$ cat config.mk
export PLATFORM = sky130hd
export DESIGN_NAME = proc_top
export DESIGN_NICKNAME = d
export VERILOG_FILES = /design/src/proc_pkg.sv /design/src/fetch_unit.sv /design/src/reg_file.sv /design/src/alu.sv /design/src/core_seq.sv /design/src/mem_port.sv /design/src/proc_top.sv
export SDC_FILE = /design/constraint.sdc
export NUM_CORES = 1
export LEC_CHECK = 0
export BUFFER_PORTS_ARGS = -buffer_cell sky130_fd_sc_hd__clkbuf_2
export CAP_MARGIN = 20
export CORE_MARGIN = 2
export CORE_UTILIZATION = 50
export CTS_CLUSTER_SIZE = 8
export DETAILED_ROUTE_END_ITERATION = 6
export PLACE_DENSITY_LB_ADDON = 0.15
export SYNTH_ARGS = -nofsm -noshare
export SYNTH_HDL_FRONTEND = slang
export SYNTH_SLANG_ARGS = --single-unit
export TNS_END_PERCENT = 20
$ cat constraint.sdc
create_clock -name clk -period 14.7 [get_ports clk]
set_input_delay 2.94 -clock clk [delete_from_list [all_inputs] [get_ports clk]]
set_output_delay 2.94 -clock clk [all_outputs]
set_load 0.02 [all_outputs]
$ cat src/proc_pkg.sv
/*
 * Processor core package
 * Word and register index widths, instruction opcodes, branch
 * conditions, sequencer states and write-back source select
 */
package proc_pkg;

  //////////////////////////////
  // Widths
  //////////////////////////////
  localparam int DATA_W = 16;  // Data, address and instruction word
  localparam int REG_AW = 4;   // Register index

  //////////////////////////////
  // Instruction opcodes
  //////////////////////////////
  typedef enum logic [3:0] {
    OP_ADD = 4'b0000,  // Saturating add
    OP_SUB = 4'b0001,  // Saturating subtract
    OP_XOR = 4'b0010,
    OP_SLL = 4'b0100,  // Shifts and rotate take imm4
    OP_SRA = 4'b0101,
    OP_ROR = 4'b0110,
    OP_LW  = 4'b1000,
    OP_SW  = 4'b1001,
    OP_LLB = 4'b1010,  // Byte loads take imm8
    OP_LHB = 4'b1011,
    OP_B   = 4'b1100,
    OP_PCS = 4'b1110,
    OP_HLT = 4'b1111
  } opcode_t;

  // Branch condition codes in bits 11 to 9 of B
  typedef enum logic [2:0] {
    CC_NE, CC_EQ, CC_GT, CC_LT, CC_GE, CC_LE, CC_OV, CC_UN
  } cond_t;

  // Instruction sequencer states
  typedef enum logic [2:0] {
    ST_FETCH, ST_WAIT_INST, ST_EXEC, ST_WAIT_LOAD, ST_HALT
  } seq_state_t;

  // Register write source
  typedef enum logic [1:0] {
    WB_ALU,   // ALU result
    WB_MEM,   // Load data
    WB_PC     // PC+2 for PCS
  } wb_sel_t;

endpackage

$ cat src/fetch_unit.sv
/*
 * Fetch unit
 * Holds the program counter and the instruction register. Checks the
 * branch condition against the flags and picks the next PC
 */
`timescale 1ns/100ps
module fetch_unit #(
  parameter logic [15:0] RESET_PC = 16'h0000
) (
  input  logic                        clk,
  input  logic                        rst_n,
  input  logic                        inst_valid,   // Fetch read returned
  input  logic                        pc_advance,   // Instruction done
  input  logic [proc_pkg::DATA_W-1:0] mem_data_in,
  input  logic                        flag_z,
  input  logic                        flag_n,
  input  logic                        flag_v,
  output logic [proc_pkg::DATA_W-1:0] pc,
  output logic [proc_pkg::DATA_W-1:0] inst,
  output logic [proc_pkg::DATA_W-1:0] pc_plus2
);

  logic                        is_branch;
  logic                        cond_met;
  logic [proc_pkg::DATA_W-1:0] br_target;

  assign pc_plus2  = pc + 16'd2;
  assign is_branch = (inst[15:12] == proc_pkg::OP_B);
  assign br_target = pc_plus2 + {{6{inst[8]}}, inst[8:0], 1'b0};  // Word offset

  // Condition codes against Z N V
  always_comb begin
    case (proc_pkg::cond_t'(inst[11:9]))
      proc_pkg::CC_NE: cond_met = ~flag_z;
      proc_pkg::CC_EQ: cond_met = flag_z;
      proc_pkg::CC_GT: cond_met = ~flag_z & ~flag_n;
      proc_pkg::CC_LT: cond_met = flag_n;
      proc_pkg::CC_GE: cond_met = flag_z | ~flag_n;
      proc_pkg::CC_LE: cond_met = flag_z | flag_n;
      proc_pkg::CC_OV: cond_met = flag_v;
      default:         cond_met = 1'b1;  // Unconditional
    endcase
  end

  //////////////////////////////
  // Program counter
  //////////////////////////////
  always_ff @(posedge clk or negedge rst_n) begin
    if (!rst_n) begin
      pc <= RESET_PC;
    end else if (pc_advance) begin
      pc <= (is_branch && cond_met) ? br_target : pc_plus2;
    end
  end

  // Instruction register loads on the fetch return
  always_ff @(posedge clk) begin
    if (inst_valid) begin
      inst <= mem_data_in;
    end
  end

endmodule

$ cat src/reg_file.sv
/*
 * Register file
 * Sixteen 16-bit registers with r0 read as zero, operand port
 * selection and the write-back source mux
 */
`timescale 1ns/100ps
module reg_file (
  input  logic                        clk,
  input  logic                        rst_n,
  input  logic [proc_pkg::DATA_W-1:0] inst,
  input  logic                        reg_we,
  input  proc_pkg::wb_sel_t           wb_sel,
  input  logic [proc_pkg::DATA_W-1:0] alu_result,
  input  logic [proc_pkg::DATA_W-1:0] mem_data_in,
  input  logic [proc_pkg::DATA_W-1:0] pc_plus2,
  output logic [proc_pkg::DATA_W-1:0] op_a,
  output logic [proc_pkg::DATA_W-1:0] op_b
);

  logic [proc_pkg::DATA_W-1:0] regs [16];
  logic [proc_pkg::REG_AW-1:0] rd, ra, rb;
  logic [proc_pkg::DATA_W-1:0] wr_data;
  logic                        byte_ld;

  assign rd      = inst[11:8];
  assign byte_ld = (inst[15:12] == proc_pkg::OP_LLB) || (inst[15:12] == proc_pkg::OP_LHB);
  assign ra      = byte_ld ? rd : inst[7:4];                             // rd keeps other byte
  assign rb      = (inst[15:12] == proc_pkg::OP_SW) ? rd : inst[3:0];    // SW data register

  assign op_a = (ra == '0) ? '0 : regs[ra];  // r0 reads zero
  assign op_b = (rb == '0) ? '0 : regs[rb];

  // Write-back source
  always_comb begin
    case (wb_sel)
      proc_pkg::WB_MEM: wr_data = mem_data_in;
      proc_pkg::WB_PC:  wr_data = pc_plus2;
      default:          wr_data = alu_result;
    endcase
  end

  always_ff @(posedge clk or negedge rst_n) begin
    if (!rst_n) begin
      for (int i = 0; i < 16; i++) begin
        regs[i] <= '0;
      end
    end else if (reg_we && (rd != '0)) begin
      regs[rd] <= wr_data;
    end
  end

endmodule

$ cat src/alu.sv
/*
 * ALU
 * Saturating add and subtract, XOR, shifts and rotate, byte loads
 * and load/store address. Holds the Z N V flag register
 */
`timescale 1ns/100ps
module alu (
  input  logic                        clk,
  input  logic                        rst_n,
  input  logic [proc_pkg::DATA_W-1:0] inst,
  input  logic [proc_pkg::DATA_W-1:0] op_a,
  input  logic [proc_pkg::DATA_W-1:0] op_b,
  input  logic                        flag_en,   // Flag-setting op in EXEC
  output logic [proc_pkg::DATA_W-1:0] alu_result,
  output logic                        flag_z,
  output logic                        flag_n,
  output logic                        flag_v
);

  proc_pkg::opcode_t           opcode;
  logic [3:0]                  imm4;
  logic [7:0]                  imm8;
  logic [proc_pkg::DATA_W-1:0] sum, diff, mem_off;
  logic [2*proc_pkg::DATA_W-1:0] rot;
  logic                        add_ovf, sub_ovf, ovf;

  assign opcode = proc_pkg::opcode_t'(inst[15:12]);
  assign imm4   = inst[3:0];
  assign imm8   = inst[7:0];

  //////////////////////////////
  // Arithmetic
  //////////////////////////////
  assign sum     = op_a + op_b;
  assign diff    = op_a - op_b;
  assign add_ovf = (op_a[15] == op_b[15]) && (sum[15] != op_a[15]);   // Same signs flip
  assign sub_ovf = (op_a[15] != op_b[15]) && (diff[15] != op_a[15]);
  assign rot     = {op_a, op_a} >> imm4;                              // Low half is rotated
  assign mem_off = {{11{imm4[3]}}, imm4, 1'b0};                       // Word offset in bytes

  always_comb begin
    ovf = 1'b0;
    case (opcode)
      proc_pkg::OP_ADD: begin
        ovf        = add_ovf;
        alu_result = add_ovf ? (op_a[15] ? 16'h8000 : 16'h7FFF) : sum;  // Clamp to limit
      end
      proc_pkg::OP_SUB: begin
        ovf        = sub_ovf;
        alu_result = sub_ovf ? (op_a[15] ? 16'h8000 : 16'h7FFF) : diff;
      end
      proc_pkg::OP_XOR: alu_result = op_a ^ op_b;
      proc_pkg::OP_SLL: alu_result = op_a << imm4;
      proc_pkg::OP_SRA: alu_result = $signed(op_a) >>> imm4;
      proc_pkg::OP_ROR: alu_result = rot[proc_pkg::DATA_W-1:0];
      proc_pkg::OP_LLB: alu_result = {op_a[15:8], imm8};    // op_a is rd here
      proc_pkg::OP_LHB: alu_result = {imm8, op_a[7:0]};
      proc_pkg::OP_LW,
      proc_pkg::OP_SW:  alu_result = {op_a[15:1], 1'b0} + mem_off;
      default:          alu_result = '0;
    endcase
  end

  //////////////////////////////
  // Flag register
  //////////////////////////////
  always_ff @(posedge clk or negedge rst_n) begin
    if (!rst_n) begin
      flag_z <= 1'b0;
      flag_n <= 1'b0;
      flag_v <= 1'b0;
    end else if (flag_en) begin
      flag_z <= (alu_result == '0);
      // N and V only from add and subtract
      if ((opcode == proc_pkg::OP_ADD) || (opcode == proc_pkg::OP_SUB)) begin
        flag_n <= alu_result[15];
        flag_v <= ovf;
      end
    end
  end

endmodule

$ cat src/core_seq.sv
/*
 * Instruction sequencer
 * Multicycle FSM that fetches, executes and waits on loads. Issues
 * memory requests, register write strobes and the PC advance
 */
`timescale 1ns/100ps
module core_seq (
  input  logic                        clk,
  input  logic                        rst_n,
  input  logic [proc_pkg::DATA_W-1:0] inst,
  input  logic                        inst_valid,
  input  logic                        load_valid,
  output logic                        fetch_req,
  output logic                        load_req,
  output logic                        store_req,
  output logic                        pc_advance,
  output logic                        reg_we,
  output logic                        flag_en,
  output proc_pkg::wb_sel_t           wb_sel,
  output logic                        hlt
);

  proc_pkg::seq_state_t state, state_nxt;
  proc_pkg::opcode_t    opcode;

  assign opcode = proc_pkg::opcode_t'(inst[15:12]);
  assign hlt    = (state == proc_pkg::ST_HALT);  // Held until reset

  always_ff @(posedge clk or negedge rst_n) begin
    if (!rst_n) begin
      state <= proc_pkg::ST_FETCH;
    end else begin
      state <= state_nxt;
    end
  end

  //////////////////////////////
  // Next state and strobes
  //////////////////////////////
  always_comb begin
    state_nxt  = state;
    fetch_req  = 1'b0;
    load_req   = 1'b0;
    store_req  = 1'b0;
    pc_advance = 1'b0;
    reg_we     = 1'b0;
    flag_en    = 1'b0;
    wb_sel     = proc_pkg::WB_ALU;
    case (state)
      proc_pkg::ST_FETCH: begin
        fetch_req = 1'b1;
        state_nxt = proc_pkg::ST_WAIT_INST;
      end
      proc_pkg::ST_WAIT_INST: begin
        if (inst_valid) state_nxt = proc_pkg::ST_EXEC;  // Instruction register loads
      end
      proc_pkg::ST_EXEC: begin
        pc_advance = 1'b1;                                // Most ops finish here
        state_nxt  = proc_pkg::ST_FETCH;
        case (opcode)
          proc_pkg::OP_ADD, proc_pkg::OP_SUB, proc_pkg::OP_XOR,
          proc_pkg::OP_SLL, proc_pkg::OP_SRA, proc_pkg::OP_ROR: begin
            reg_we  = 1'b1;
            flag_en = 1'b1;
          end
          proc_pkg::OP_LLB, proc_pkg::OP_LHB: reg_we = 1'b1;
          proc_pkg::OP_PCS: begin
            reg_we = 1'b1;
            wb_sel = proc_pkg::WB_PC;
          end
          proc_pkg::OP_SW: store_req = 1'b1;
          proc_pkg::OP_LW: begin
            load_req   = 1'b1;
            pc_advance = 1'b0;                            // Advance after data returns
            state_nxt  = proc_pkg::ST_WAIT_LOAD;
          end
          proc_pkg::OP_HLT: begin
            pc_advance = 1'b0;                            // pc stays on HLT
            state_nxt  = proc_pkg::ST_HALT;
          end
          default: ;                                      // B and unused opcodes
        endcase
      end
      proc_pkg::ST_WAIT_LOAD: begin
        if (load_valid) begin
          reg_we     = 1'b1;
          wb_sel     = proc_pkg::WB_MEM;
          pc_advance = 1'b1;
          state_nxt  = proc_pkg::ST_FETCH;
        end
      end
      default: state_nxt = proc_pkg::ST_HALT;             // Stuck until reset
    endcase
  end

endmodule

$ cat src/mem_port.sv
/*
 * Memory port
 * Turns request pulses into the registered memory strobe and address.
 * Tags the outstanding read and routes its return to fetch or load
 */
`timescale 1ns/100ps
module mem_port (
  input  logic                        clk,
  input  logic                        rst_n,
  input  logic                        fetch_req,
  input  logic                        load_req,
  input  logic                        store_req,
  input  logic [proc_pkg::DATA_W-1:0] pc,
  input  logic [proc_pkg::DATA_W-1:0] alu_result,   // Load or store address
  input  logic [proc_pkg::DATA_W-1:0] op_b,         // Store data
  input  logic                        mem_data_valid,
  output logic                        mem_en,
  output logic                        mem_wr,
  output logic [proc_pkg::DATA_W-1:0] mem_addr,
  output logic [proc_pkg::DATA_W-1:0] mem_data_out,
  output logic                        inst_valid,
  output logic                        load_valid
);

  logic rd_pending;   // Read outstanding
  logic rd_is_load;   // Outstanding read is a load

  always_ff @(posedge clk or negedge rst_n) begin
    if (!rst_n) begin
      mem_en     <= 1'b0;
      mem_wr     <= 1'b0;
      rd_pending <= 1'b0;
      rd_is_load <= 1'b0;
    end else begin
      mem_en <= fetch_req | load_req | store_req;  // One-cycle strobe
      mem_wr <= store_req;
      if (fetch_req || load_req) begin
        rd_pending <= 1'b1;
        rd_is_load <= load_req;
      end else if (mem_data_valid) begin
        rd_pending <= 1'b0;
      end
    end
  end

  // Address held until the next request
  always_ff @(posedge clk) begin
    if (fetch_req) begin
      mem_addr <= pc;
    end else if (load_req || store_req) begin
      mem_addr <= alu_result;
    end
    if (store_req) begin
      mem_data_out <= op_b;
    end
  end

  assign inst_valid = mem_data_valid & rd_pending & ~rd_is_load;
  assign load_valid = mem_data_valid & rd_pending & rd_is_load;

endmodule

$ cat src/proc_top.sv
/*
 * Processor top level
 * Multicycle 16-bit core on one shared external memory port
 */
`timescale 1ns/100ps
module proc_top #(
  parameter logic [15:0] RESET_PC = 16'h0000
) (
  input  logic                        clk,
  input  logic                        rst_n,
  input  logic                        mem_data_valid,
  input  logic [proc_pkg::DATA_W-1:0] mem_data_in,
  output logic                        mem_en,
  output logic                        mem_wr,
  output logic [proc_pkg::DATA_W-1:0] mem_addr,
  output logic [proc_pkg::DATA_W-1:0] mem_data_out,
  output logic                        hlt,
  output logic [proc_pkg::DATA_W-1:0] pc
);

  logic [proc_pkg::DATA_W-1:0] inst, pc_plus2, op_a, op_b, alu_result;
  logic                        fetch_req, load_req, store_req;
  logic                        inst_valid, load_valid, pc_advance;
  logic                        reg_we, flag_en;
  logic                        flag_z, flag_n, flag_v;
  proc_pkg::wb_sel_t           wb_sel;

  //////////////////////////////
  // Core
  //////////////////////////////
  fetch_unit #(.RESET_PC(RESET_PC)) u_fetch (
    .clk(clk), .rst_n(rst_n), .inst_valid(inst_valid), .pc_advance(pc_advance),
    .mem_data_in(mem_data_in), .flag_z(flag_z), .flag_n(flag_n), .flag_v(flag_v),
    .pc(pc), .inst(inst), .pc_plus2(pc_plus2)
  );

  core_seq u_seq (
    .clk(clk), .rst_n(rst_n), .inst(inst), .inst_valid(inst_valid),
    .load_valid(load_valid), .fetch_req(fetch_req), .load_req(load_req),
    .store_req(store_req), .pc_advance(pc_advance), .reg_we(reg_we),
    .flag_en(flag_en), .wb_sel(wb_sel), .hlt(hlt)
  );

  reg_file u_regs (
    .clk(clk), .rst_n(rst_n), .inst(inst), .reg_we(reg_we), .wb_sel(wb_sel),
    .alu_result(alu_result), .mem_data_in(mem_data_in), .pc_plus2(pc_plus2),
    .op_a(op_a), .op_b(op_b)
  );

  alu u_alu (
    .clk(clk), .rst_n(rst_n), .inst(inst), .op_a(op_a), .op_b(op_b),
    .flag_en(flag_en), .alu_result(alu_result),
    .flag_z(flag_z), .flag_n(flag_n), .flag_v(flag_v)
  );

  // External memory bus
  mem_port u_mem (
    .clk(clk), .rst_n(rst_n), .fetch_req(fetch_req), .load_req(load_req),
    .store_req(store_req), .pc(pc), .alu_result(alu_result), .op_b(op_b),
    .mem_data_valid(mem_data_valid), .mem_en(mem_en), .mem_wr(mem_wr),
    .mem_addr(mem_addr), .mem_data_out(mem_data_out),
    .inst_valid(inst_valid), .load_valid(load_valid)
  );

endmodule

==> results.ini, run 1 <==
[setup_path]
critical_path_class = reg -> reg
start_kind = flip-flop
crit_fanout = 39
critPathCaptureType = flip-flop
cp.arrival_ns = 10.00
worstPathRequired_ns = 15.12

[timing]
hold_viol_final = 0
min_period_ns = 9.58
rsz0062_at_grt = false
min_period_over_period_pct = 65.2
worstMarginPinSlew_ns = 1.17
slew-limit-headroom_pct = 19.9
maxSlewViolCount = 0
layout_setup_ws_ns = 5.12
setup_viol = 0
fmax_ghz = 0.104
clock_skew_ns = 0.0326
hold_ws_ns = 0.391
fin_setup_tns_ns = 0

[synth]
synth_cell_types = 107
yosysSeqAreaShare_pct = 33.3
ys_async_sr_fraction_pct = 84.7
yosys.area.top_type = dfrtp_1
synth_top_cells_by_count = nand2_1 (529), dfrtp_1 (266), o21ai_0 (224), mux2i_1 (161), clkbuf_1 (154)
synthCells = 2896
yosys_register_bits = 314
synth_top_area_share_pct = 27.4
synthTopCellsByArea = dfrtp_1 (27%), nand2_1 (8.2%), mux2i_1 (6.6%)
yosysWarnings = 0
synth_fp_nets = 2981
netlist_area_um2 = 24300
synth.most_common_cell = nand2_1
synthFlopType = dfrtp_1
synth_area_per_cell_um2 = 8.40
synth_edf_count = 48

[routing]
dr_total_vias = 24091
first_pass_iters = 6
avgRoutedWirePerCell_um = 29.6
drt_iter0_drc = 3230
final_antenna_net_count = 0
routed_wl_um = 103000
viasPerCell = 6.91
route.detailed.drc = 0

[pwr]
cellPowerDensity_nw_per_um2 = 157
power.total_mw = 4.14
leakage_nw = 11.1
vdd_drop_max_mv = 0.122

[cts]
clk_latency_ns = 0.59
cts_resized = 0
cts_tree = built
numClockSinks = 314
path_clk_slew_ns = 0.05
cts.path.max_buffers = 3
hold_buffers = 0
cts-root-buf = clkbuf_16
cts-htree-levels = 2
cts_setup_buffers = 0
cts_buffers = 45

[place]
dp_hpwl_um = 72400
dpl.cell_count = 3422
port_buffers = 68
place_area_um2 = 25100
pre_cts_ws_ns = 5.40
gp_congestion = 1.05

[final_layout]
fill_cells = 4418
finish.instance_area_um2 = 26400
layout-drive-gt1-share_pct = 13.7
finalNonFillerCells = 3487
area_delta_synth_final_pct = 8.44
fin_util_pct = 55.1
final_net_count = 2942
multi_input_area_um2 = 15000
regArea_um2 = 8100

[die]
die_y_um = 225
initial_utilization_pct = 50.8
dieArea_um2 = 50400
fp.dieW_um = 225
num_io_pins = 70
coreArea_um2 = 47800
row_count = 80

[global_route]
grt_overflow_total = 0
track_usage_pct = 40.4
grt_pass1_vias = 22575
grt_max_degree = 79
antenna_found_initial = 1
grt_pass1_wl_um = 151000

[hold_path]
hold_path.class = reg -> reg

[run_status]
status = complete, no violations

[job]
drv_cap = 0

## cell families (layout without fill, tap and decap cells)
| family | after synthesis | count (layout) | synth area share (%) |
|---|---|---|---|
| xor gates and xnor gates | 58 | 58 | 2.09 |
| DFF | 314 | 314 | 33.3 |
| buffers and inverters | 298 | 273 | 5.30 |
| other | 1 | 2 | 0.0154 |
| muxes | 289 | 289 | 13.5 |
| and+or+nand+nor | 1041 | 1041 | 19.5 |
| AOI/OAI and AO/OA | 829 | 829 | 22.7 |
| adders and majority gates | 66 | 66 | 3.55 |
## cell usage in the layout, fill, tap and decap left out, types with 10 or more instances in the layout
master,n
xor2_1,19
o21ai_1,58
buf_4,77
a211o_1,10
nor2_1,133
nand2_1,528
a22oi_1,30
clkbuf_1,11
o211ai_1,48
a21oi_1,131
o21bai_1,16
o21ai_0,224
xnor2_1,39
clkbuf_16,46
a2111oi_0,19
nor4_1,23
nand4_1,24
o211a_1,11
a21o_1,21
a31oi_1,32
a221oi_1,29
a211oi_1,36
o31ai_1,25
dfrtp_1,266
mux4_2,21
and3_1,27
nor2b_1,19
mux2i_1,156
nor3_1,34
o22ai_1,14
mux2_2,104
nand3_1,141
inv_1,57
nand2b_1,39
and2_1,13
edfxtp_1,48
clkbuf_2,67
ha_1,61
## power breakdown
part           switching (mW)  total, mW  internal [mW]
Sequential             0.0991       1.09          0.989
Clock                   0.396      0.962          0.566
Combinational            1.45       2.09          0.637
Total                    1.95       4.14           2.19
## path summary, 6_finish.rpt
| kind | endpoint | depth (start not counted) | from | slack [ns] |
|---|---|---|---|---|
| max reg2reg | u_regs.regs[38] | 26 | u_fetch.inst[13] | 5.12 |
| min reg2reg | u_regs.regs[247] | 0 | u_regs.regs[247] | 0.39 |
| min in group asynchronous | u_regs.regs[61] | 1 | rst_n | 2.33 |
| max | u_regs.regs[38] | 26 | u_fetch.inst[13] | 5.12 |
| max in group asynchronous | u_regs.regs[43] | 3 | rst_n | 10.21 |
| min | u_regs.regs[247] | 0 | u_regs.regs[247] | 0.39 |
## cell type report
type	count	area share [%]
multi-input combinational	2284	57.1
inverter	65	0.925
clock inverter	3	0.157
sequential	314	30.7
antenna	1	0.00949
clock buffer	58	4.57
timing repair buffer	147	3.64
tap	615	2.92
## critical path: stages, from the launching register on
cell and delay, ns:
edfxtp_1 0.72, nand4bb_1 0.83, mux2_2 0.64, buf_4 0.54, and3_1 0.25, a31oi_1 0.04, o211ai_1 0.82, ha_1 0.40
nor2b_1 0.14, o21a_1 0.20, o21a_1 0.20, o31ai_1 0.43, a211o_1 0.24, nand2_1 0.10, a21o_1 0.19, a21oi_1 0.14
o21bai_1 0.08, a21oi_1 0.23, fa_1 0.44, nor2_1 0.21, a222oi_1 0.39, o21ai_0 0.20, a21o_1 0.19, a221o_1 0.37
a211oi_1 0.63, a21o_1 0.58, o21ai_0 0.18
## flip-flops by register name (all words and copies together) (netlist names)
signal / count
u_regs.regs: 241
u_seq.state: 3
u_alu.flag_v: 1
u_mem.mem_data_out: 16
u_mem.rd_pending: 1
u_fetch.pc: 15
u_alu.flag_z: 1
u_mem.rd_is_load: 1
u_mem.mem_wr: 1
u_fetch.inst: 16
u_mem.mem_en: 1
u_mem.mem_addr: 16
u_alu.flag_n: 1
## routing by layer
metal	up-vias	track usage (%)	wire length (um)
met4	2	21.9	6280
met5	-	0	12
met3	354	9.37	11000
met2	1512	60.5	44400
met1	11702	54.2	41500
li1	10521	-	-
(Power assumes the default switching activity.)
==> run 2: changes to the inputs <==
- clock period: 14.7 -> 8.07 ns (I/O delays scaled with it)
==> run 2 against run 1 <==
Compared with the run above: the run now ends with design-rule violations left; cell count up 2.1%; non-clock buffer count up 71; critical path type unchanged; first-iteration DRC count up 2.4%; clock power up 87%; combinational power up 92%; maximum frequency up 26%; total power up 89%.
==> results.ini, run 2 (same netlist as run 1, synthesis figures left out) <==
[global_route]
grt_pass1_vias = 23474
grt_overflow_total = 0
track_usage_pct = 41.8
grt_pass1_wl_um = 156000
grt_max_degree = 136
antenna_found_initial = 3

[timing]
maxSlewViolCount = 0
min_period_ns = 7.62
rsz0062_at_grt = false
fmax_ghz = 0.131
fin_setup_tns_ns = 0
setup_viol = 0
min_period_over_period_pct = 94.4
hold_ws_ns = 0.379
worstMarginPinSlew_ns = 1.16
clock_skew_ns = 0.0453
slew-limit-headroom_pct = 22.9
hold_viol_final = 0

[die]
coreArea_um2 = 47800
die_y_um = 225
dieArea_um2 = 50400
initial_utilization_pct = 50.8
fp.dieW_um = 225
row_count = 80
num_io_pins = 70

[final_layout]
layout.cells.most_common_list = nand2_1 (528), dfrtp_1 (266), o21ai_0 (224)
top_register = u_regs.regs
fin_util_pct = 56.5
final_common_cell = nand2_1
fill_cells = 4333
area_delta_synth_final_pct = 11.2
largest_reg_flops = 241
layout-drive-gt1-share_pct = 15.9
final_net_count = 3014

[cts]
numClockSinks = 314
path_clk_slew_ns = 0.05
cts-root-buf = clkbuf_16
cts_buffers = 46
cts-htree-levels = 2
clk_latency_ns = 0.62
cts_tree = built
cts.path.max_buffers = 3
hold_buffers = 0

[setup_path]
cp.arrival_ns = 8.11
critPathCaptureType = flip-flop
critical_path_class = reg -> reg
crit_fanout = 17
worstPathRequired_ns = 8.56
start_kind = flip-flop

[place]
port_buffers = 68
dp_hpwl_um = 76800
gp_congestion = 1.08

[routing]
viasPerCell = 6.94
route.detailed.drc = 2
avgRoutedWirePerCell_um = 29.9
first_pass_iters = 7
dr_total_vias = 24711
drt_iter0_drc = 3306
final_antenna_net_count = 0
routed_wl_um = 107000

[hold_path]
hold_path.class = reg -> reg

[run_status]
violations = design-rule violations
status = finished with violations

[job]
drv_cap = 0

[pwr]
cellPowerDensity_nw_per_um2 = 289
vdd_drop_max_mv = 0.227
leakage_nw = 11.5
power.total_mw = 7.81

-- run 2: what timing repair did --
action                                  in CTS  in global routing
setup buffers                                0                  7
gates resized for setup                      0                  5
endpoints found under the setup margin       0                 92
-- run 2: final timing paths --
| path | startpoint | endpoint | slack [ns] | cells after the start |
|---|---|---|---|---|
| worst max register to register | u_fetch.inst[14] | u_regs.regs[57] | 0.45 | 24 |
| worst min register to register | u_regs.regs[247] | u_regs.regs[247] | 0.38 | 0 |
| worst max-delay path | u_fetch.inst[14] | u_regs.regs[57] | 0.45 | 24 |
| worst min-delay path | u_regs.regs[247] | u_regs.regs[247] | 0.38 | 0 |
| min in group asynchronous | rst_n | u_regs.regs[13] | 1.10 | 1 |
| max in group asynchronous | rst_n | u_fetch.pc[11] | 5.59 | 2 |
-- run 2: through the flow --
stage | instance area, um^2 | setup slack (ns) | instances
CTS | 26900 | 0.418 | 3551
finish | 27000 | 0.451 | 3560
global placement | 25600 | 0.610 | 3488
floorplan | 24300 | 1.24 | 2896
detailed placement | 25600 | 0.458 | 3488
global route | 27000 | 0.0237 | 3559
-- run 2: layer usage --
layer / vias to the layer above / GRT usage (%) / part of all wire [%]
met5: - / 0 / 0.014
met4: 2 / 19.7 / 5.2
met3: 347 / 10.9 / 11
met2: 1667 / 63.6 / 44
met1: 12021 / 55.8 / 40
li1: 10674 / - / -
-- run 2: area by class of cell --
cell class | count | area (um^2) | area share [%]
diodes | 1 | 2.50 | 0.00925
inverters | 65 | 244 | 0.902
clock inverters | 5 | 93.8 | 0.347
flip-flops and latches | 314 | 8100 | 29.9
well taps | 615 | 769 | 2.84
clock buffers | 58 | 1210 | 4.46
multi-input cells | 2284 | 15000 | 55.6
repair buffers | 218 | 1600 | 5.90
-- run 2: worst max-delay path, cell delays in order (launching register included) --
cell and delay [ns]:
edfxtp_1 0.64, and3b_2 0.42, o21ai_4 0.63, o31ai_1 0.14, or4_1 0.60, mux2_2 0.43, ha_1 0.35, nor2b_1 0.15
o21a_1 0.20, o21a_1 0.20, o31ai_1 0.39, a211o_1 0.23, nand2_1 0.11, a21o_1 0.19, a21oi_1 0.15, o21bai_1 0.09
a21oi_1 0.20, fa_1 0.49, nor2_1 0.36, nand4_1 0.25, a21boi_0 0.35, nor4_1 0.10, buf_4 0.17, a21o_1 0.39
o21ai_0 0.24
-- run 2: power by group --
part           internal, mW  total, mW  switching [mW]
Sequential             1.80       1.99           0.186
Clock                  1.04       1.80           0.759
Combinational          1.30       4.02            2.72
Total                  4.14       7.81            3.67
